### src/include/mips_defs.svh
`ifndef MIPS_DEFS_SVH
`define MIPS_DEFS_SVH

// Datapath and register index widths
`define MIPS_XLEN           32
`define MIPS_REG_BITS       5

// Word-addressed memories
`define MIPS_IMEM_DEPTH     256
`define MIPS_IMEM_ABITS     8
`define MIPS_DMEM_DEPTH     256
`define MIPS_DMEM_ABITS     8

// Opcodes
`define MIPS_OP_RTYPE       6'd0
`define MIPS_OP_BEQ         6'd4
`define MIPS_OP_ADDI        6'd8
`define MIPS_OP_LW          6'd35
`define MIPS_OP_SW          6'd43
`define MIPS_OP_HALT        6'd63

// R-type funct codes
`define MIPS_FN_ADDU        6'd33
`define MIPS_FN_SUBU        6'd35
`define MIPS_FN_AND         6'd36
`define MIPS_FN_OR          6'd37
`define MIPS_FN_SLT         6'd42

`endif

### src/design/mips_pkg.sv
`include "mips_defs.svh"

package mips_pkg;

    typedef enum logic [5:0] {
        OP_RTYPE = `MIPS_OP_RTYPE,
        OP_BEQ   = `MIPS_OP_BEQ,
        OP_ADDI  = `MIPS_OP_ADDI,
        OP_LW    = `MIPS_OP_LW,
        OP_SW    = `MIPS_OP_SW,
        OP_HALT  = `MIPS_OP_HALT
    } opcode_e;

    typedef enum logic [2:0] {
        ALU_ADD,
        ALU_SUB,
        ALU_AND,
        ALU_OR,
        ALU_SLT
    } alu_op_e;

    // Operand source for forwarding
    typedef enum logic [1:0] {
        FWD_REG,
        FWD_EXMEM,
        FWD_MEMWB
    } fwd_sel_e;

    typedef struct packed {
        logic reg_write;
        logic mem_read;
        logic mem_write;
        logic mem_to_reg;
        logic alu_src;
        logic branch;
        logic halt;
        logic reg_dst_rd;
    } ctrl_t;

    typedef struct packed {
        ctrl_t                     ctrl;
        alu_op_e                   alu_op;
        logic [`MIPS_XLEN-1:0]     pc4;
        logic [`MIPS_XLEN-1:0]     rs_val;
        logic [`MIPS_XLEN-1:0]     rt_val;
        logic [`MIPS_XLEN-1:0]     imm;
        logic [`MIPS_REG_BITS-1:0] rs;
        logic [`MIPS_REG_BITS-1:0] rt;
        logic [`MIPS_REG_BITS-1:0] rd;
    } id_ex_t;

    typedef struct packed {
        ctrl_t                     ctrl;
        logic [`MIPS_XLEN-1:0]     br_target;
        logic                      zero;
        logic [`MIPS_XLEN-1:0]     alu_res;
        logic [`MIPS_XLEN-1:0]     store_data;
        logic [`MIPS_REG_BITS-1:0] dst;
    } ex_mem_t;

    typedef struct packed {
        logic                      reg_write;
        logic                      mem_to_reg;
        logic                      halt;
        logic [`MIPS_XLEN-1:0]     alu_res;
        logic [`MIPS_XLEN-1:0]     load_data;
        logic [`MIPS_REG_BITS-1:0] dst;
    } mem_wb_t;

    // Register write from writeback
    typedef struct packed {
        logic                      we;
        logic [`MIPS_REG_BITS-1:0] addr;
        logic [`MIPS_XLEN-1:0]     data;
    } wb_t;

endpackage

### src/design/mips_execute.sv
`timescale 1ns/1ps
`include "mips_defs.svh"

module mips_execute (
    input  logic                       i_clk,
    input  logic                       i_rst_n,
    input  mips_pkg::id_ex_t           i_id_ex,
    input  mips_pkg::wb_t              i_memwb_fwd,
    input  logic                       i_flush,
    output mips_pkg::ex_mem_t          o_ex_mem,
    output logic                       o_ex_is_load,
    output logic [`MIPS_REG_BITS-1:0]  o_ex_load_rt
);

    mips_pkg::fwd_sel_e        sel_a;
    mips_pkg::fwd_sel_e        sel_b;
    logic [`MIPS_XLEN-1:0]     op_a;
    logic [`MIPS_XLEN-1:0]     rt_fwd;
    logic [`MIPS_XLEN-1:0]     op_b;
    logic [`MIPS_XLEN-1:0]     alu_res;
    logic [`MIPS_XLEN-1:0]     br_target;
    logic [`MIPS_REG_BITS-1:0] dst;

    // EX/MEM wins over MEM/WB and r0 never forwards
    function automatic mips_pkg::fwd_sel_e pick_src(input logic [`MIPS_REG_BITS-1:0] idx,
                                                    input mips_pkg::ex_mem_t exmem,
                                                    input mips_pkg::wb_t memwb);
        if (exmem.ctrl.reg_write && exmem.dst != '0 && exmem.dst == idx) begin
            return mips_pkg::FWD_EXMEM;
        end else if (memwb.we && memwb.addr != '0 && memwb.addr == idx) begin
            return mips_pkg::FWD_MEMWB;
        end
        return mips_pkg::FWD_REG;
    endfunction

    function automatic logic [`MIPS_XLEN-1:0] fwd_value(input mips_pkg::fwd_sel_e sel,
                                                       input logic [`MIPS_XLEN-1:0] reg_val,
                                                       input logic [`MIPS_XLEN-1:0] exmem_val,
                                                       input logic [`MIPS_XLEN-1:0] memwb_val);
        case (sel)
            mips_pkg::FWD_EXMEM: return exmem_val;
            mips_pkg::FWD_MEMWB: return memwb_val;
            default:             return reg_val;
        endcase
    endfunction

    assign sel_a  = pick_src(i_id_ex.rs, o_ex_mem, i_memwb_fwd);
    assign sel_b  = pick_src(i_id_ex.rt, o_ex_mem, i_memwb_fwd);
    assign op_a   = fwd_value(sel_a, i_id_ex.rs_val, o_ex_mem.alu_res, i_memwb_fwd.data);
    assign rt_fwd = fwd_value(sel_b, i_id_ex.rt_val, o_ex_mem.alu_res, i_memwb_fwd.data);
    assign op_b   = i_id_ex.ctrl.alu_src ? i_id_ex.imm : rt_fwd;

    always_comb begin
        case (i_id_ex.alu_op)
            mips_pkg::ALU_SUB: alu_res = op_a - op_b;
            mips_pkg::ALU_AND: alu_res = op_a & op_b;
            mips_pkg::ALU_OR:  alu_res = op_a | op_b;
            mips_pkg::ALU_SLT: alu_res = {{(`MIPS_XLEN-1){1'b0}}, $signed(op_a) < $signed(op_b)};
            default:           alu_res = op_a + op_b;
        endcase
    end

    assign br_target = i_id_ex.pc4 + {i_id_ex.imm[`MIPS_XLEN-3:0], 2'b00};
    assign dst       = i_id_ex.ctrl.reg_dst_rd ? i_id_ex.rd : i_id_ex.rt;

    always_ff @(posedge i_clk) begin
        if (!i_rst_n || i_flush) begin
            o_ex_mem <= '0;
        end else begin
            o_ex_mem.ctrl       <= i_id_ex.ctrl;
            o_ex_mem.br_target  <= br_target;
            o_ex_mem.zero       <= (alu_res == '0);
            o_ex_mem.alu_res    <= alu_res;
            o_ex_mem.store_data <= rt_fwd;
            o_ex_mem.dst        <= dst;
        end
    end

    // For load-use detection in decode
    assign o_ex_is_load = i_id_ex.ctrl.mem_read;
    assign o_ex_load_rt = i_id_ex.rt;

    // A taken branch leaves a bubble behind it
    assert property (@(posedge i_clk) disable iff (!i_rst_n)
        i_flush |=> (o_ex_mem == '0));

endmodule

### config.mk
export PLATFORM = sky130hd
export DESIGN_NAME = mips_execute
export DESIGN_NICKNAME = d
export VERILOG_FILES = /design/src/design/mips_pkg.sv /design/src/design/mips_execute.sv
export VERILOG_INCLUDE_DIRS = /design/src /design/src/include
export SDC_FILE = /design/constraint.sdc
export NUM_CORES = 1
export LEC_CHECK = 0
export BUFFER_PORTS_ARGS = -buffer_cell sky130_fd_sc_hd__buf_2
export CAP_MARGIN = 5
export CORE_MARGIN = 2
export CORE_UTILIZATION = 25
export DETAILED_ROUTE_END_ITERATION = 8
export GPL_ROUTABILITY_DRIVEN = 0
export GPL_TIMING_DRIVEN = 0
export PLACE_DENSITY = 0.55
export SYNTH_ARGS = -nofsm -noshare
export SYNTH_HDL_FRONTEND = slang
export SYNTH_SLANG_ARGS = --single-unit
### constraint.sdc
create_clock -name i_clk -period 5.3 [get_ports i_clk]
set_clock_uncertainty 0.05 [all_clocks]
set_input_delay 0.53 -clock i_clk [delete_from_list [all_inputs] [get_ports i_clk]]
set_output_delay 0.53 -clock i_clk [all_outputs]
set_load 0.02 [all_outputs]
Word-level counts from Yosys, hierarchy flattened
Index checks and enable logic that the tools add are counted.
{"block": "totals", "reg_bits": 110, "output_inout_bits": 116, "word_cells": 57}
{"block": "classes", "addsub": 3, "magnitude_cmp": 1, "eq_ne": 12, "muxes": 15, "n_bitwise": 2, "n_reduce_logical": 11}
{"op": "32-bit one-hot mux with 2 select lines", "count": 2}
{"op": "32-bit one-hot mux with 4 select lines", "count": 1}
{"op": "32-bit adder", "count": 2}
{"op": "32-bit bitwise AND", "count": 1}
{"op": "32-bit zero test", "count": 1}
{"op": "32-bit < comparator", "count": 1}
{"op": "32-bit two-way mux", "count": 1}
{"op": "32-bit OR", "count": 1}
{"op": "32-bit subtractor", "count": 1}
{"op": "5-bit == test", "count": 4}
{"op": "2-bit two-way mux", "count": 6}
{"op": "5-bit nonzero test", "count": 2}
{"op": "3-bit by 2-bit == test with 1-bit output (second input constant)", "count": 2}
{"op": "1-bit logical AND", "count": 6}
{"op": "5-bit two-way mux", "count": 1}
{"op": "2-bit by 1-bit == test with 1-bit output (second input constant)", "count": 2}
{"op": "2-bit == test (second input constant)", "count": 2}
{"op": "1-bit two-way mux", "count": 4}
{"op": "3-bit by 1-bit == test with 1-bit output (second input constant)", "count": 1}
{"op": "3-bit == test (second input constant)", "count": 1}
{"op": "1-bit zero test", "count": 1}
{"op": "1-bit logical OR", "count": 1}

Depth between registers and ports, before layout
{"block": "logic_depth", "ltp_word": 12, "ltp_mapped": 21}

Least setup slack after synthesis
OpenSTA, ideal clock, no wires.
{"block": "synth_timing", "path_kind": "input to register", "start": "input port i_id_ex[9] in the netlist's numbering", "end": "register o_ex_mem[69] in the netlist's numbering", "setup_ns": 0.088, "arrival_ns": 4.810, "t_required_ns": 5.162, "setup_slack_ns": 0.352, "cell_stages": 20, "path_buffers": 1, "cell_sequence": "xnor2_1 -> nand3_1 -> nor4_1 -> buf_2 -> mux2i_1 -> a21oi_1 -> mux2_2 -> ha_1 -> inv_1 -> fa_1 -> nand2b_4 -> a2111o_1 -> a211oi_2 -> a31oi_4 -> a31oi_1 -> mux2i_1 -> nand3_1 -> a2111oi_2 -> nand4_1 -> nor4_2"}
{"block": "synth_via", "elab_chain_cells": 11, "word_cells_on_any_way": 19, "cone_classes": "2 x add/sub; 1 x order compare; 4 x eq/ne; 7 x mux; 2 x bitwise; 3 x reduce/logical"}
{"item": "start, declared", "line": "mips_execute.sv:7", "rtl": "input mips_pkg::id_ex_t i_id_ex,"}
{"item": "5-bit == test", "line": "mips_execute.sv:30", "rtl": "end else if (memwb.we && memwb.addr != '0 && memwb.addr == idx) begin"}
{"item": "1-bit logical AND", "line": "mips_execute.sv:30"}
{"item": "1-bit two-way mux", "line": "mips_execute.sv:30"}
{"item": "1-bit two-way mux", "line": "mips_execute.sv:28", "rtl": "if (exmem.ctrl.reg_write && exmem.dst != '0 && exmem.dst == idx) begin"}
{"item": "2-bit two-way mux *", "line": "mips_execute.sv:33", "rtl": "return mips_pkg::FWD_REG;"}
{"item": "2-bit == test or 2-bit by 1-bit == test with 1-bit output (tied branches)", "line": "mips_execute.sv:40", "rtl": "case (sel)"}
{"item": "32-bit one-hot mux with 2 select lines *", "line": "mips_execute.sv:40"}
{"item": "32-bit two-way mux *", "line": "mips_execute.sv:51", "rtl": "assign op_b = i_id_ex.ctrl.alu_src ? i_id_ex.imm : rt_fwd;"}
{"item": "32-bit adder, or another cell as far along", "line": "mips_execute.sv:59", "rtl": "default: alu_res = op_a + op_b;"}
{"item": "32-bit one-hot mux with 4 select lines *", "line": "mips_execute.sv:54", "rtl": "case (i_id_ex.alu_op)"}
{"item": "32-bit zero test *", "line": "mips_execute.sv:72", "rtl": "o_ex_mem.zero <= (alu_res == '0);"}
{"item": "end, declared", "line": "mips_execute.sv:10", "rtl": "output mips_pkg::ex_mem_t o_ex_mem,"}
Mark *: on every way between the ends. The rest lies on a longest branch, timed or not.
A chain may end at the register's enable or synchronous reset.

Worst setup path after layout
{"block": "layout_timing", "start": "input port i_memwb_fwd[35] in the netlist's numbering", "end": "register o_ex_mem[69] in the netlist's numbering"}
{"block": "layout_via", "elab_chain_cells": 12, "word_cells_on_any_way": 26, "cone_classes": "2 x add/sub; 1 x order compare; 6 x eq/ne; 10 x mux; 2 x bitwise; 5 x reduce/logical"}
{"item": "start, declared", "line": "mips_execute.sv:8", "rtl": "input mips_pkg::wb_t i_memwb_fwd,"}
{"item": "5-bit nonzero test", "line": "mips_execute.sv:30"}
{"item": "1-bit logical AND (2 in a row)", "line": "mips_execute.sv:30"}
{"item": "1-bit two-way mux", "line": "mips_execute.sv:30"}
{"item": "1-bit two-way mux", "line": "mips_execute.sv:28"}
{"item": "2-bit two-way mux", "line": "mips_execute.sv:33"}
{"item": "2-bit == test or 2-bit by 1-bit == test with 1-bit output (tied branches)", "line": "mips_execute.sv:40"}
{"item": "32-bit one-hot mux with 2 select lines", "line": "mips_execute.sv:40"}
{"item": "32-bit two-way mux", "line": "mips_execute.sv:51"}
{"item": "32-bit adder, or another cell as far along", "line": "mips_execute.sv:59"}
{"item": "32-bit one-hot mux with 4 select lines *", "line": "mips_execute.sv:54"}
{"item": "32-bit zero test *", "line": "mips_execute.sv:72"}
Marks and branches as above.

==> run metrics <==
placed cell count about 2500; Synth area leader dfxtp_1; post-route ant nets 0; Syn Inst Count 1587; wire per inst about 22 um; final wirelength ~55000 um; post-DR vias/cell about 5.4; core area between 40000 and 50000 um^2; Tightest Pin Transition ~950 ps; Synth Net Count roughly 1900; Inserted Clock Buffers 9; H-tree depth 3; Worst-path clk slew roughly 80 ps; Post-synth EDFFs 0; Yosys Warn Count 0; CP arrival 5610 ps; Largest Register o_ex_mem; NetSw approximately 1500 uW; largest net degree at the start of global routing 18; Critical path buffers and inverters 6; DR pass1 iterations 6; most common cell after layout, fill and taps aside buf_2; Async SR Flop Fraction 0%; Die ar. around 50000 um^2; Worst Path Max Fanout 9; Hold Fails Final Rpt 0; startpoint type of the worst setup path input pin; WP data required 5520 ps; Ports ~310; RSZ-0062 raised after global routing true; Initial Util approximately 25%; Comb pwr share between 50% and 60%; sequential share of power between 20% and 30%; Crit path largest cell delay roughly 540 ps; vias in the first global route 13450; CTS tree done; WS Path Type in -> reg; Site Rows 80; element type at the critical path end register; Max clock buf depth 2; Clock power frac a little over a fifth; largest cells by area after synthesis dfxtp_1, ha_1, mux2i_1, nor2_1, a21oi_1; die height roughly 220 um; Critical Path, Cell by Cell buf_8 > or4_4 > o21ai_4 > nor4_4 > buf_4 > buf_4 > mux2i_1 > a21oi_2 > mux2_4 > ha_1 > buf_6 > inv_2 > a2111oi_4 > buf_4 > a21oi_2 > a221o_1 > a21oi_2 > and4_4 > nand4_1 > nor4_4 > nand4_1 > nor4_2; first-pass GRT wire length 80160 um; Area Overhead vs Synth 29.51%; global route overflow 0; initial antenna violation count 2; area share of the largest cell type after synthesis between 15 and 20%; via count 13890; Slew HR between 30% and 40%; worst vdd ir 0.1724 mV; share of layout cells above drive strength 1 approximately 29%; Min-Delay Path Class in -> reg; synthesized cell area 11990 um^2; Slowest cell on crit path or4_4; post-route core utilization 32.67%; biggest regs o_ex_mem: 110 flops; max reg flops 110; NumNets Final 2255; max-cap viol count 0; failing checks negative setup slack; final setup violation count 1; number of I/O port buffers around 300; worst setup margin -91.81 ps; Clk Tree Root Cell clkbuf_16; Final Cycle Share 101.7%; average size of a mapped cell around 7.6 um^2; global-route usage over all layers between 20% and 30%; DIE WIDTH about 220 um; predominant post-synthesis flop cell dfxtp_1; most frequent cells in the layout buf_2, nor2_1, nand2_1; PD cells approximately 220 nW/um^2; fin. max-slew vios 0; fmax ~0.19 GHz; distinct cell type count after synthesis 91; Final Non-Filler Cells ~2600; fillers 5047; switching share of total power between 40% and 50%; post-DP HPWL roughly 44000 um; Internal a little under 2000 uW; critical path's top delay family simple AND/OR/NAND/NOR gates; Yosys reg bits 110; status finished, violations left; register area share after synthesis a little under a fifth; DRC 0; sinks on the clock net 110; Initial DRC Count 1492; Leak roughly 0.0070 uW; minimum clock period 5392 ps; Clk Latency, worst-skew pair between 300 and 400 ps
path summary, 6_finish.rpt:
path                   start             to  slack, ps  depth (start not counted)
max          i_memwb_fwd[35]   o_ex_mem[69]        -90                         22
min             i_id_ex[148]  o_ex_mem[104]        290                          2
max reg2reg      o_ex_mem[0]   o_ex_mem[69]        -20                         21
min reg2reg     o_ex_mem[62]   o_ex_mem[30]        600                          3
synth_stat cells (all sizes together) (30+ instances only):
cell	count
clkbuf	40
and2	59
mux2	30
o211ai	32
dfxtp	110
mux2i	80
inv	102
ha	125
buf	49
nand3	33
nand2b	32
nor3	30
a21oi	128
nor2	171
nand2	122
o21ai	86
xnor2	32
cell type report:
type	count	area, um^2	area share [%]
flip-flops and latches	110	2210	14.23
clock buffers	12	256.5	1.651
repair buffers	335	1799	11.58
clock inverters	4	52.55	0.3383
plain buffers	88	541.8	3.488
inverters	102	382.9	2.465
multi-input cells	1286	9518	61.28
well taps	615	769.5	4.954
diodes	1	2.502	0.01611
timing repair:
| item | in CTS | in global routing |
|---|---|---|
| pin swaps | 10 | 38 |
| setup buffers | 8 | 19 |
| gates cloned | 1 | 2 |
| endpoints found under the setup margin | 24 | 2 |
| gates resized for setup | 61 | 128 |
| hold buffers | 0 | 0 |
metal layers:
| layer | routed length (um) | part of all wire [%] | GRT usage (%) | vias up |
|---|---|---|---|---|
| li1 | - | - | - | 6381 |
| met1 | 22430 | 41 | 25.98 | 6601 |
| met2 | 25630 | 47 | 35.01 | 751 |
| met3 | 4019 | 7.3 | 2.766 | 158 |
| met4 | 2798 | 5.1 | 10.98 | 2 |
| met5 | 13 | 0.024 | 0 | - |
through the flow:
stage               setup TNS, ps  worst slack (ps)  hold slack (ps)  area [um^2]  total power [uW]
floorplan                       0             352.3            601.7        11990              1964
global placement           -21440             -2108            588.0        14290              2455
detailed placement         -21030             -2032            603.4        14300              2467
CTS                             0             9.116            280.4        14920              3241
global route               -164.6            -132.8            290.7        15530              3541
finish                     -91.81            -91.81            293.5        15530              3377
power groups by stage:
stage	clock (uW)	combinational [uW]	sequential, uW
floorplan	0	970	994
global placement	0	1520	933
detailed placement	0	1530	934
CTS	749	1580	914
global route	781	1840	922
finish	736	1730	915
cells by family (layout without fill, tap and decap cells):
| kind of cell | Yosys count | count (layout) | synth area share (%) |
|---|---|---|---|
| XOR/XNOR | 50 | 50 | 3.652 |
| adder cells (fa/ha/maj) | 128 | 128 | 13.54 |
| flip-flops | 110 | 110 | 18.36 |
| other | 0 | 1 | 0 |
| AO/OA/AOI/OAI | 466 | 466 | 26.88 |
| AND/OR/NAND/NOR | 532 | 532 | 21.36 |
| buffers and inverters | 191 | 541 | 6.719 |
| multiplexers | 110 | 110 | 9.494 |
Note: power is estimated with default switching activity, not from simulation.
