$ cat src/include/mips_defs.svh
`ifndef MIPS_DEFS_SVH
`define MIPS_DEFS_SVH

// Datapath and register index widths
`define MIPS_XLEN           32
`define MIPS_REG_BITS       5

// Word-addressed memories
`define MIPS_IMEM_DEPTH     256
`define MIPS_IMEM_ABITS     8
`define MIPS_DMEM_DEPTH     256
`define MIPS_DMEM_ABITS     8

// Opcodes
`define MIPS_OP_RTYPE       6'd0
`define MIPS_OP_BEQ         6'd4
`define MIPS_OP_ADDI        6'd8
`define MIPS_OP_LW          6'd35
`define MIPS_OP_SW          6'd43
`define MIPS_OP_HALT        6'd63

// R-type funct codes
`define MIPS_FN_ADDU        6'd33
`define MIPS_FN_SUBU        6'd35
`define MIPS_FN_AND         6'd36
`define MIPS_FN_OR          6'd37
`define MIPS_FN_SLT         6'd42

`endif

$ cat src/design/mips_pkg.sv
`include "mips_defs.svh"

package mips_pkg;

    typedef enum logic [5:0] {
        OP_RTYPE = `MIPS_OP_RTYPE,
        OP_BEQ   = `MIPS_OP_BEQ,
        OP_ADDI  = `MIPS_OP_ADDI,
        OP_LW    = `MIPS_OP_LW,
        OP_SW    = `MIPS_OP_SW,
        OP_HALT  = `MIPS_OP_HALT
    } opcode_e;

    typedef enum logic [2:0] {
        ALU_ADD,
        ALU_SUB,
        ALU_AND,
        ALU_OR,
        ALU_SLT
    } alu_op_e;

    // Operand source for forwarding
    typedef enum logic [1:0] {
        FWD_REG,
        FWD_EXMEM,
        FWD_MEMWB
    } fwd_sel_e;

    typedef struct packed {
        logic reg_write;
        logic mem_read;
        logic mem_write;
        logic mem_to_reg;
        logic alu_src;
        logic branch;
        logic halt;
        logic reg_dst_rd;
    } ctrl_t;

    typedef struct packed {
        ctrl_t                     ctrl;
        alu_op_e                   alu_op;
        logic [`MIPS_XLEN-1:0]     pc4;
        logic [`MIPS_XLEN-1:0]     rs_val;
        logic [`MIPS_XLEN-1:0]     rt_val;
        logic [`MIPS_XLEN-1:0]     imm;
        logic [`MIPS_REG_BITS-1:0] rs;
        logic [`MIPS_REG_BITS-1:0] rt;
        logic [`MIPS_REG_BITS-1:0] rd;
    } id_ex_t;

    typedef struct packed {
        ctrl_t                     ctrl;
        logic [`MIPS_XLEN-1:0]     br_target;
        logic                      zero;
        logic [`MIPS_XLEN-1:0]     alu_res;
        logic [`MIPS_XLEN-1:0]     store_data;
        logic [`MIPS_REG_BITS-1:0] dst;
    } ex_mem_t;

    typedef struct packed {
        logic                      reg_write;
        logic                      mem_to_reg;
        logic                      halt;
        logic [`MIPS_XLEN-1:0]     alu_res;
        logic [`MIPS_XLEN-1:0]     load_data;
        logic [`MIPS_REG_BITS-1:0] dst;
    } mem_wb_t;

    // Register write from writeback
    typedef struct packed {
        logic                      we;
        logic [`MIPS_REG_BITS-1:0] addr;
        logic [`MIPS_XLEN-1:0]     data;
    } wb_t;

endpackage

$ cat src/design/mips_decode.sv
`timescale 1ns/1ps
`include "mips_defs.svh"

module mips_decode (
    input  logic                       i_clk,
    input  logic                       i_rst_n,
    input  logic [`MIPS_XLEN-1:0]      i_ifid_instr,
    input  logic [`MIPS_XLEN-1:0]      i_ifid_pc4,
    input  mips_pkg::wb_t              i_wb,
    input  logic                       i_ex_is_load,
    input  logic [`MIPS_REG_BITS-1:0]  i_ex_load_rt,
    input  logic                       i_flush,
    input  logic [`MIPS_REG_BITS-1:0]  i_dbg_reg_addr,
    output mips_pkg::id_ex_t           o_id_ex,
    output logic                       o_stall,
    output logic [`MIPS_XLEN-1:0]      o_dbg_reg_data
);

    logic [`MIPS_XLEN-1:0]     regs [2**`MIPS_REG_BITS];
    mips_pkg::opcode_e         op;
    logic [5:0]                funct;
    logic [`MIPS_REG_BITS-1:0] rs_idx;
    logic [`MIPS_REG_BITS-1:0] rt_idx;
    logic [`MIPS_REG_BITS-1:0] rd_idx;
    logic [`MIPS_XLEN-1:0]     imm_ext;
    logic [`MIPS_XLEN-1:0]     rs_val;
    logic [`MIPS_XLEN-1:0]     rt_val;
    mips_pkg::ctrl_t           ctrl;
    mips_pkg::alu_op_e         alu_op;
    logic                      rf_we;
    logic                      uses_rt;
    logic                      load_use;
    logic                      halted_q;

    assign op      = mips_pkg::opcode_e'(i_ifid_instr[31:26]);
    assign rs_idx  = i_ifid_instr[25:21];
    assign rt_idx  = i_ifid_instr[20:16];
    assign rd_idx  = i_ifid_instr[15:11];
    assign funct   = i_ifid_instr[5:0];
    assign imm_ext = {{16{i_ifid_instr[15]}}, i_ifid_instr[15:0]};

    always_comb begin
        ctrl   = '0;
        alu_op = mips_pkg::ALU_ADD;
        case (op)
            mips_pkg::OP_RTYPE: begin
                ctrl.reg_write  = 1'b1;
                ctrl.reg_dst_rd = 1'b1;
                case (funct)
                    `MIPS_FN_ADDU: alu_op = mips_pkg::ALU_ADD;
                    `MIPS_FN_SUBU: alu_op = mips_pkg::ALU_SUB;
                    `MIPS_FN_AND:  alu_op = mips_pkg::ALU_AND;
                    `MIPS_FN_OR:   alu_op = mips_pkg::ALU_OR;
                    `MIPS_FN_SLT:  alu_op = mips_pkg::ALU_SLT;
                    default:       ctrl   = '0;
                endcase
            end
            mips_pkg::OP_ADDI: begin
                ctrl.reg_write = 1'b1;
                ctrl.alu_src   = 1'b1;
            end
            mips_pkg::OP_LW: begin
                ctrl.reg_write  = 1'b1;
                ctrl.mem_read   = 1'b1;
                ctrl.mem_to_reg = 1'b1;
                ctrl.alu_src    = 1'b1;
            end
            mips_pkg::OP_SW: begin
                ctrl.mem_write = 1'b1;
                ctrl.alu_src   = 1'b1;
            end
            mips_pkg::OP_BEQ: begin
                ctrl.branch = 1'b1;
                alu_op      = mips_pkg::ALU_SUB;
            end
            mips_pkg::OP_HALT: ctrl.halt = 1'b1;
            default:           ctrl      = '0;
        endcase
    end

    // Register file with write-through on read
    assign rf_we = i_wb.we && (i_wb.addr != '0);

    always_ff @(posedge i_clk) begin
        if (!i_rst_n) begin
            for (int i = 0; i < 2**`MIPS_REG_BITS; i++) begin
                regs[i] <= '0;
            end
        end else if (rf_we) begin
            regs[i_wb.addr] <= i_wb.data;
        end
    end

    assign rs_val         = (rf_we && i_wb.addr == rs_idx) ? i_wb.data : regs[rs_idx];
    assign rt_val         = (rf_we && i_wb.addr == rt_idx) ? i_wb.data : regs[rt_idx];
    assign o_dbg_reg_data = regs[i_dbg_reg_addr];

    // rt is a source for R-type, beq and sw
    assign uses_rt  = !ctrl.alu_src || ctrl.mem_write;
    assign load_use = i_ex_is_load && (i_ex_load_rt != '0) &&
                      ((i_ex_load_rt == rs_idx) || (uses_rt && i_ex_load_rt == rt_idx));
    assign o_stall  = load_use || halted_q;

    always_ff @(posedge i_clk) begin
        if (!i_rst_n || i_flush) begin
            halted_q <= 1'b0;
        end else if (ctrl.halt && !o_stall) begin
            halted_q <= 1'b1;
        end
    end

    // ID/EX register, bubble on stall or flush
    always_ff @(posedge i_clk) begin
        if (!i_rst_n || i_flush || o_stall) begin
            o_id_ex <= '0;
        end else begin
            o_id_ex.ctrl   <= ctrl;
            o_id_ex.alu_op <= alu_op;
            o_id_ex.pc4    <= i_ifid_pc4;
            o_id_ex.rs_val <= rs_val;
            o_id_ex.rt_val <= rt_val;
            o_id_ex.imm    <= imm_ext;
            o_id_ex.rs     <= rs_idx;
            o_id_ex.rt     <= rt_idx;
            o_id_ex.rd     <= rd_idx;
        end
    end

    // Writeback stage must never target r0
    assert property (@(posedge i_clk) disable iff (!i_rst_n)
        i_wb.we |-> (i_wb.addr != '0));

endmodule

$ cat config.mk
export PLATFORM = sky130hd
export DESIGN_NAME = mips_decode
export DESIGN_NICKNAME = d
export VERILOG_FILES = /design/src/design/mips_pkg.sv /design/src/design/mips_decode.sv
export VERILOG_INCLUDE_DIRS = /design/src /design/src/include
export SDC_FILE = /design/constraint.sdc
export NUM_CORES = 2
export LEC_CHECK = 0
export BUFFER_PORTS_ARGS = -buffer_cell sky130_fd_sc_hd__buf_2
export CAP_MARGIN = 0
export CORE_MARGIN = 1.5
export CORE_UTILIZATION = 23
export CTS_BUF_LIST = sky130_fd_sc_hd__clkbuf_4 sky130_fd_sc_hd__clkbuf_8
export DETAILED_ROUTE_END_ITERATION = 8
export HOLD_SLACK_MARGIN = 0.06
export PLACE_DENSITY = 0.49
export SLEW_MARGIN = 20
export SYNTH_ARGS = -nofsm -noshare
export SYNTH_HDL_FRONTEND = slang
export SYNTH_SLANG_ARGS = --single-unit
$ cat constraint.sdc
create_clock -name i_clk -period 6.7 [get_ports i_clk]
set_input_delay 0 -clock i_clk [delete_from_list [all_inputs] [get_ports i_clk]]
set_output_delay 0 -clock i_clk [all_outputs]
set_load 0.005 [all_outputs]
After elaboration in Yosys (flattened, before gate mapping). Memory sizes are Yosys's and may differ from the RTL's. A register that Yosys moved wholly into a read port is not among the register bits. Cells that the tools add are included.

Flip-flop bits (word level): 75. RAM bits: 1024. Bits of input ports: 116. Output and inout port bits: 187. Word-level logic and storage cells: 67. Memories: 1.

Eq/ne operators: 12. Muxes and demuxes: 17. Bitwise logic cells: 1. Reduce and logical (&&, ||, !) cells: 21.

Memory list: regs (depth 32, width 32, rd ports 3, clocked after memory_dff 2, wr ports 32, RTL line mips_decode.sv:19) `` logic [`MIPS_XLEN-1:0] regs [2**`MIPS_REG_BITS]; ``.

Operators with widths (count): 6-bit equality test (second input constant) (8); 32-bit two-way mux (1); 32-bit OR reduction (1); 1-bit case mux with 2 select lines (7); 3-bit case mux with 4 select lines (1); 5-bit equality test (2); 5-bit nonzero test (2); 8-bit two-way mux (1); 6-bit by 3-bit equality test with 1-bit output (second input constant) (1); 6-bit by 4-bit equality test with 1-bit output (second input constant) (1); 6-bit zero test (1); 3-bit case mux with 2 select lines (1); 1-bit logical AND (5); 1-bit logical OR (5); 1-bit two-way mux (5); 5-bit two-way mux (1); 5-bit OR reduction (1); 2-bit OR reduction (2); 1-bit zero test (3); 3-bit OR reduction (1); 1-bit inverter (1).

Depth between registers and ports, before layout.
Depth in word-level cells: 12. Gate-level depth with buffers: 10. Gate-level depth less buffers: 6.

Least setup slack after synthesis. No wires, ideal clock.

Path type: in2reg. From: input i_wb[32] (netlist bit). To: memory regs[28][0] (netlist bit) (enable). Library setup time: 0.466 ns. Arrival: 3.282 ns. Required time: 6.234 ns. Setup slack: 2.952 ns. Cell stages on the path: 4. Buffers on the path: 2. Path through: clkbuf_1 or4_1 clkbuf_1 o21ai_0.

RTL lines: from (decl) (RTL line mips_decode.sv:9) `input mips_pkg::wb_t i_wb,`; to (decl) (RTL line mips_decode.sv:19).

Worst setup path after layout.
From: input i_ifid_instr[26]. To: register o_id_ex[149] (netlist bit).

Word-level cells in the longest chain between the ends: 10. Elaborated cells between the ends (all ways): 14. Classes of those cells: eq/ne (3); mux (2); reduce/logical (9).

Ends and longest elaborated chain: from (decl) (RTL line mips_decode.sv:7) `` input logic [`MIPS_XLEN-1:0] i_ifid_instr, ``; 6-bit equality test or 6-bit by 4-bit equality test with 1-bit output (tied branches) (RTL line mips_decode.sv:45) `case (op)`; 3-bit OR reduction (no line); 1-bit case mux with 2 select lines (RTL line mips_decode.sv:45); 1-bit zero test (RTL line mips_decode.sv:99) `assign uses_rt = !ctrl.alu_src || ctrl.mem_write;`; 1-bit logical OR (RTL line mips_decode.sv:99); 1-bit logical AND (RTL line mips_decode.sv:101) `((i_ex_load_rt == rs_idx) || (uses_rt && i_ex_load_rt == rt_idx));`; 1-bit logical OR (RTL line mips_decode.sv:101); 1-bit logical AND (RTL line mips_decode.sv:100) `assign load_use = i_ex_is_load && (i_ex_load_rt != '0) &&`; 1-bit logical OR (RTL line mips_decode.sv:102) `assign o_stall = load_use || halted_q;`; 1-bit logical OR (RTL line mips_decode.sv:114) `if (!i_rst_n || i_flush || o_stall) begin`; to (decl) (RTL line mips_decode.sv:14) `output mips_pkg::id_ex_t o_id_ex,`.

Several ways; a longest one is shown, not always the timed one. A chain may end at the register's enable or synchronous reset.

==> results.yml <==
grt:
  grt_max_degree: 109
  grt_pass1_wl_mm: 422
  grt_antenna_before_repair: 65
  gr-total-overflow: 0
  grt.total_usage_pct: 20.8
  grt_pass1_vias: 48400
synth:
  syn-cell-area_mm2: 0.0673
  synth_compound_area_share_pct: 5.84
  synthAdderAreaFrac_pct: 0
  synth_xor_area_share_pct: 0.273
  synthSimpleGateAreaFrac_pct: 11.9
  avgSynthCellArea_um2: 14.1
  yosys-top-cells-count: "and2_1 (1,049), edfxtp_1 (1,024), mux4_2 (654), mux2i_1 (430), clkbuf_1 (374)"
  muxShareOfSynthArea_pct: 28.8
  synthDominantCellAreaShare_pct: 45.7
  synth_top_family_by_area: "multiplexers"
  yosys_most_used_dff: "edfxtp_1"
  synth_edf_count: 1024
  ys_ff_latch: 1157
  yosys-top-cells-area: "edfxtp_1 (46%), mux4_2 (22%), and2_1 (9.8%)"
  ys_types: 63
  yosysMostFrequentCell: "and2_1"
  yosysSeqAreaShare_pct: 49.7
  async_reset_ff_share_pct: 0
  syn_inst: 4765
  synth-warning-count: 0
  synth_top_area_cell: "edfxtp_1"
floorplan:
  io_pins: 303
  die_height_um: 544
  num_rows: 198
  initial_core_util_pct: 23.1
  coreArea_mm2: 0.291
  die_w_um: 544
  dieArea_mm2: 0.296
power:
  p_clk_share_pct: 38.6
  vdd_drop_max_uv: 152
  power.internal_mw: 13.4
  p_leak_nw: 27.8
  cellPowerDensity_mw_per_mm2: 236
  switchingPower_mw: 5.39
  p_sw_share_pct: 28.7
  pwr-share-seq_pct: 45.4
  pwr-share-comb_pct: 16.0
run_status:
  violations: "antenna rules"
  outcome: "complete, but fails checks"
timing:
  slew_headroom_pct: 17.0
  tightest_slew_ns: 1.24
  fin_tns_setup_ns: 0
  finalHoldViolCount: 0
  finalCritPeriodShare_pct: 63.4
  fin_worst_skew_ns: 0.125
  drv_slew: 0
  fin_crit_ns: 4.25
  setup_viol: 0
  clock.fmax_mhz: 236
  rsz0062_at_grt: "false"
detailed_routing:
  dr.pass1.iters: 7
  via_count: 50100
  drt_first_iter_violations: 7717
  drt_wl_total_mm: 317
  postRouteAntennaNets: 1
  vias_per_cell: 5.45
  wl_per_cell_um: 34.5
  drc_errors: 0
run:
  max_cap_violations: 0
clocking:
  cts.path.max_buffers: 4
  cts-root-buf: "clkbuf_8"
  cts_hold_buf: 187
  clk_pin_slew_ns: 0.06
  cts.sink_count: 1157
  insertion_delay_ns: 1.01
  postCtsResizedCells: 0
  cts_buffers: 215
  cts_max_level: 4
  tritoncts: "done"
  post_cts_buffers: 0
place:
  routabilityCongestion: 0.841
  dp_hpwl_mm: 174
  port_buffers: 302
worst_hold_path:
  hold_path_startpoint: "i_wb[31]"
  holdCritPathClass: "in2reg"
setup_path:
  start_kind: "input pin"
  slowest_stage: "or4_4"
  endpoint_kind: "flip-flop"
  r2r_slack_ns: 4.25
  cpMostUsedCell: "dlygate4sd3_1"
  reg2reg_to: "o_id_ex[149]$_SDFF_PP0_"
  critical_path.max_fanout: 20
  arrival_ns: 5.19
  reg2reg_depth: 4
  cp-startpoint: "i_ifid_instr[26]"
  r2r-start: "halted_q$_SDFFE_PP0P_"
  worstPathCellList: "dlygate4sd3_1 -> buf_2 -> dlygate4sd3_1 -> nand4b_1 -> dlygate4sd3_1 -> a211oi_2 -> nor4_2 -> or4_4 -> or3_4 -> a21oi_2 -> dlygate4sd3_1"
  max_stage_delay_ns: 0.90
  endpoint: "o_id_ex[149]$_SDFF_PP0_"
  criticalPathCategory: "in2reg"
  worstPathRequired_ns: 7.65
finish:
  syn2layout_area_growth_pct: 18.4
  finish.utilization_pct: 27.4
  drive_gt1_share_pct: 30.2
  nets: 5206
[metal layers]
| layer | track usage, % | part of all wire [%] | vias up |
|---|---|---|---|
| met3 | 4.70 | 11 | 758 |
| met1 | 27.6 | 39 | 26200 |
| met4 | 9.09 | 4.7 | 26 |
| met5 | 0 | 0.055 | - |
| met2 | 32.2 | 45 | 3744 |
| li1 | - | - | 19300 |
[flip-flops by register name, summed over array words and instances (netlist names)]
name / flops
o_id_ex: 132
halted_q: 1
regs: 1024
[worst min-delay path by stage]
stage	end	slack, ns	cells past startpoint
6_report	o_id_ex[110]$_SDFF_PP0_	0.14	4
5_1_grt	regs[9][4]$_SDFFCE_PN0P_	0.14	3
4_1_cts	o_id_ex[5]$_SDFF_PP0_	0.07	3
3_5_place_dp	o_id_ex[30]$_SDFF_PP0_	0.20	2
3_3_place_gp	o_id_ex[30]$_SDFF_PP0_	0.21	2
2_1_floorplan	o_id_ex[144]$_SDFF_PP0_	0.07	1
[cell families (layout without fill, tap and decap cells)]
logic type | after synthesis | count (layout)
AOI/OAI and AO/OA | 575 | 575
xor gates and xnor gates | 21 | 21
buffers and inverters | 552 | 1011
DFF | 1157 | 1157
muxes | 1116 | 1116
other | 1 | 65
and+or+nand+nor | 1343 | 1343
[placed cells by master, fill, tap and decap left out, drive strengths merged, types with 5 or more instances in the layout]
master	count
and2	1049
edfxtp	1024
mux4	654
buf	435
mux2i	430
clkbuf	338
dlygate4sd3	187
o21ai	143
dfxtp	133
nor2	123
a21oi	120
a221oi	88
a221o	68
a22oi	50
nor3	49
clkinv	37
nand2	35
o22ai	34
diode	33
mux2	32
conb	32
nand3	31
a211oi	26
o31ai	15
nand2b	12
xor2	11
xnor2	10
o32ai	9
or2	8
o211ai	8
inv	8
nor4	6
nand4	5
a31oi	5
nor2b	5
[worst max-delay path, delay by kind of cell]
family | cells | cell delay, ns
and+or+nand+nor | 4 | 1.70
buffers and inverters | 5 | 2.46
AOI/OAI and AO/OA | 2 | 1.00
[power by group through the flow]
stage / combinational (mW) / sequential, mW / clock (mW)
6_report: 3.01 / 8.54 / 7.26
3_5_place_dp: 2.88 / 8.68 / 0
2_1_floorplan: 1.71 / 8.58 / 0
5_1_grt: 3.10 / 8.58 / 7.63
4_1_cts: 2.98 / 8.53 / 7.34
3_3_place_gp: 2.88 / 8.65 / 0
[through the flow]
step	setup WS, ns	power [mW]	area, µm²	cells	hold slack, ns
floorplan	2.95	10.3	67400	4796	0.0710
global placement	3.13	11.5	73300	8586	0.206
detailed placement	3.09	11.6	73300	8586	0.204
CTS	2.63	18.8	79500	9155	0.0671
global route	2.35	19.3	79600	9157	0.143
finish	2.45	18.8	79600	9188	0.142
[area by class of cell]
| cell class | instances | area (µm²) |
|---|---|---|
| Inverter | 7 | 35.0 |
| Multi-Input combinational cell | 3087 | 32300 |
| Sequential cell | 1157 | 33400 |
| Antenna cell | 33 | 82.6 |
| Timing Repair Buffer | 622 | 4610 |
| Clock buffer | 338 | 4030 |
| Tap cell | 3900 | 4880 |
| Fill cell | 29700 | 211000 |
| Clock inverter | 44 | 322 |
No activity file was read; power rests on OpenSTA's default activity.
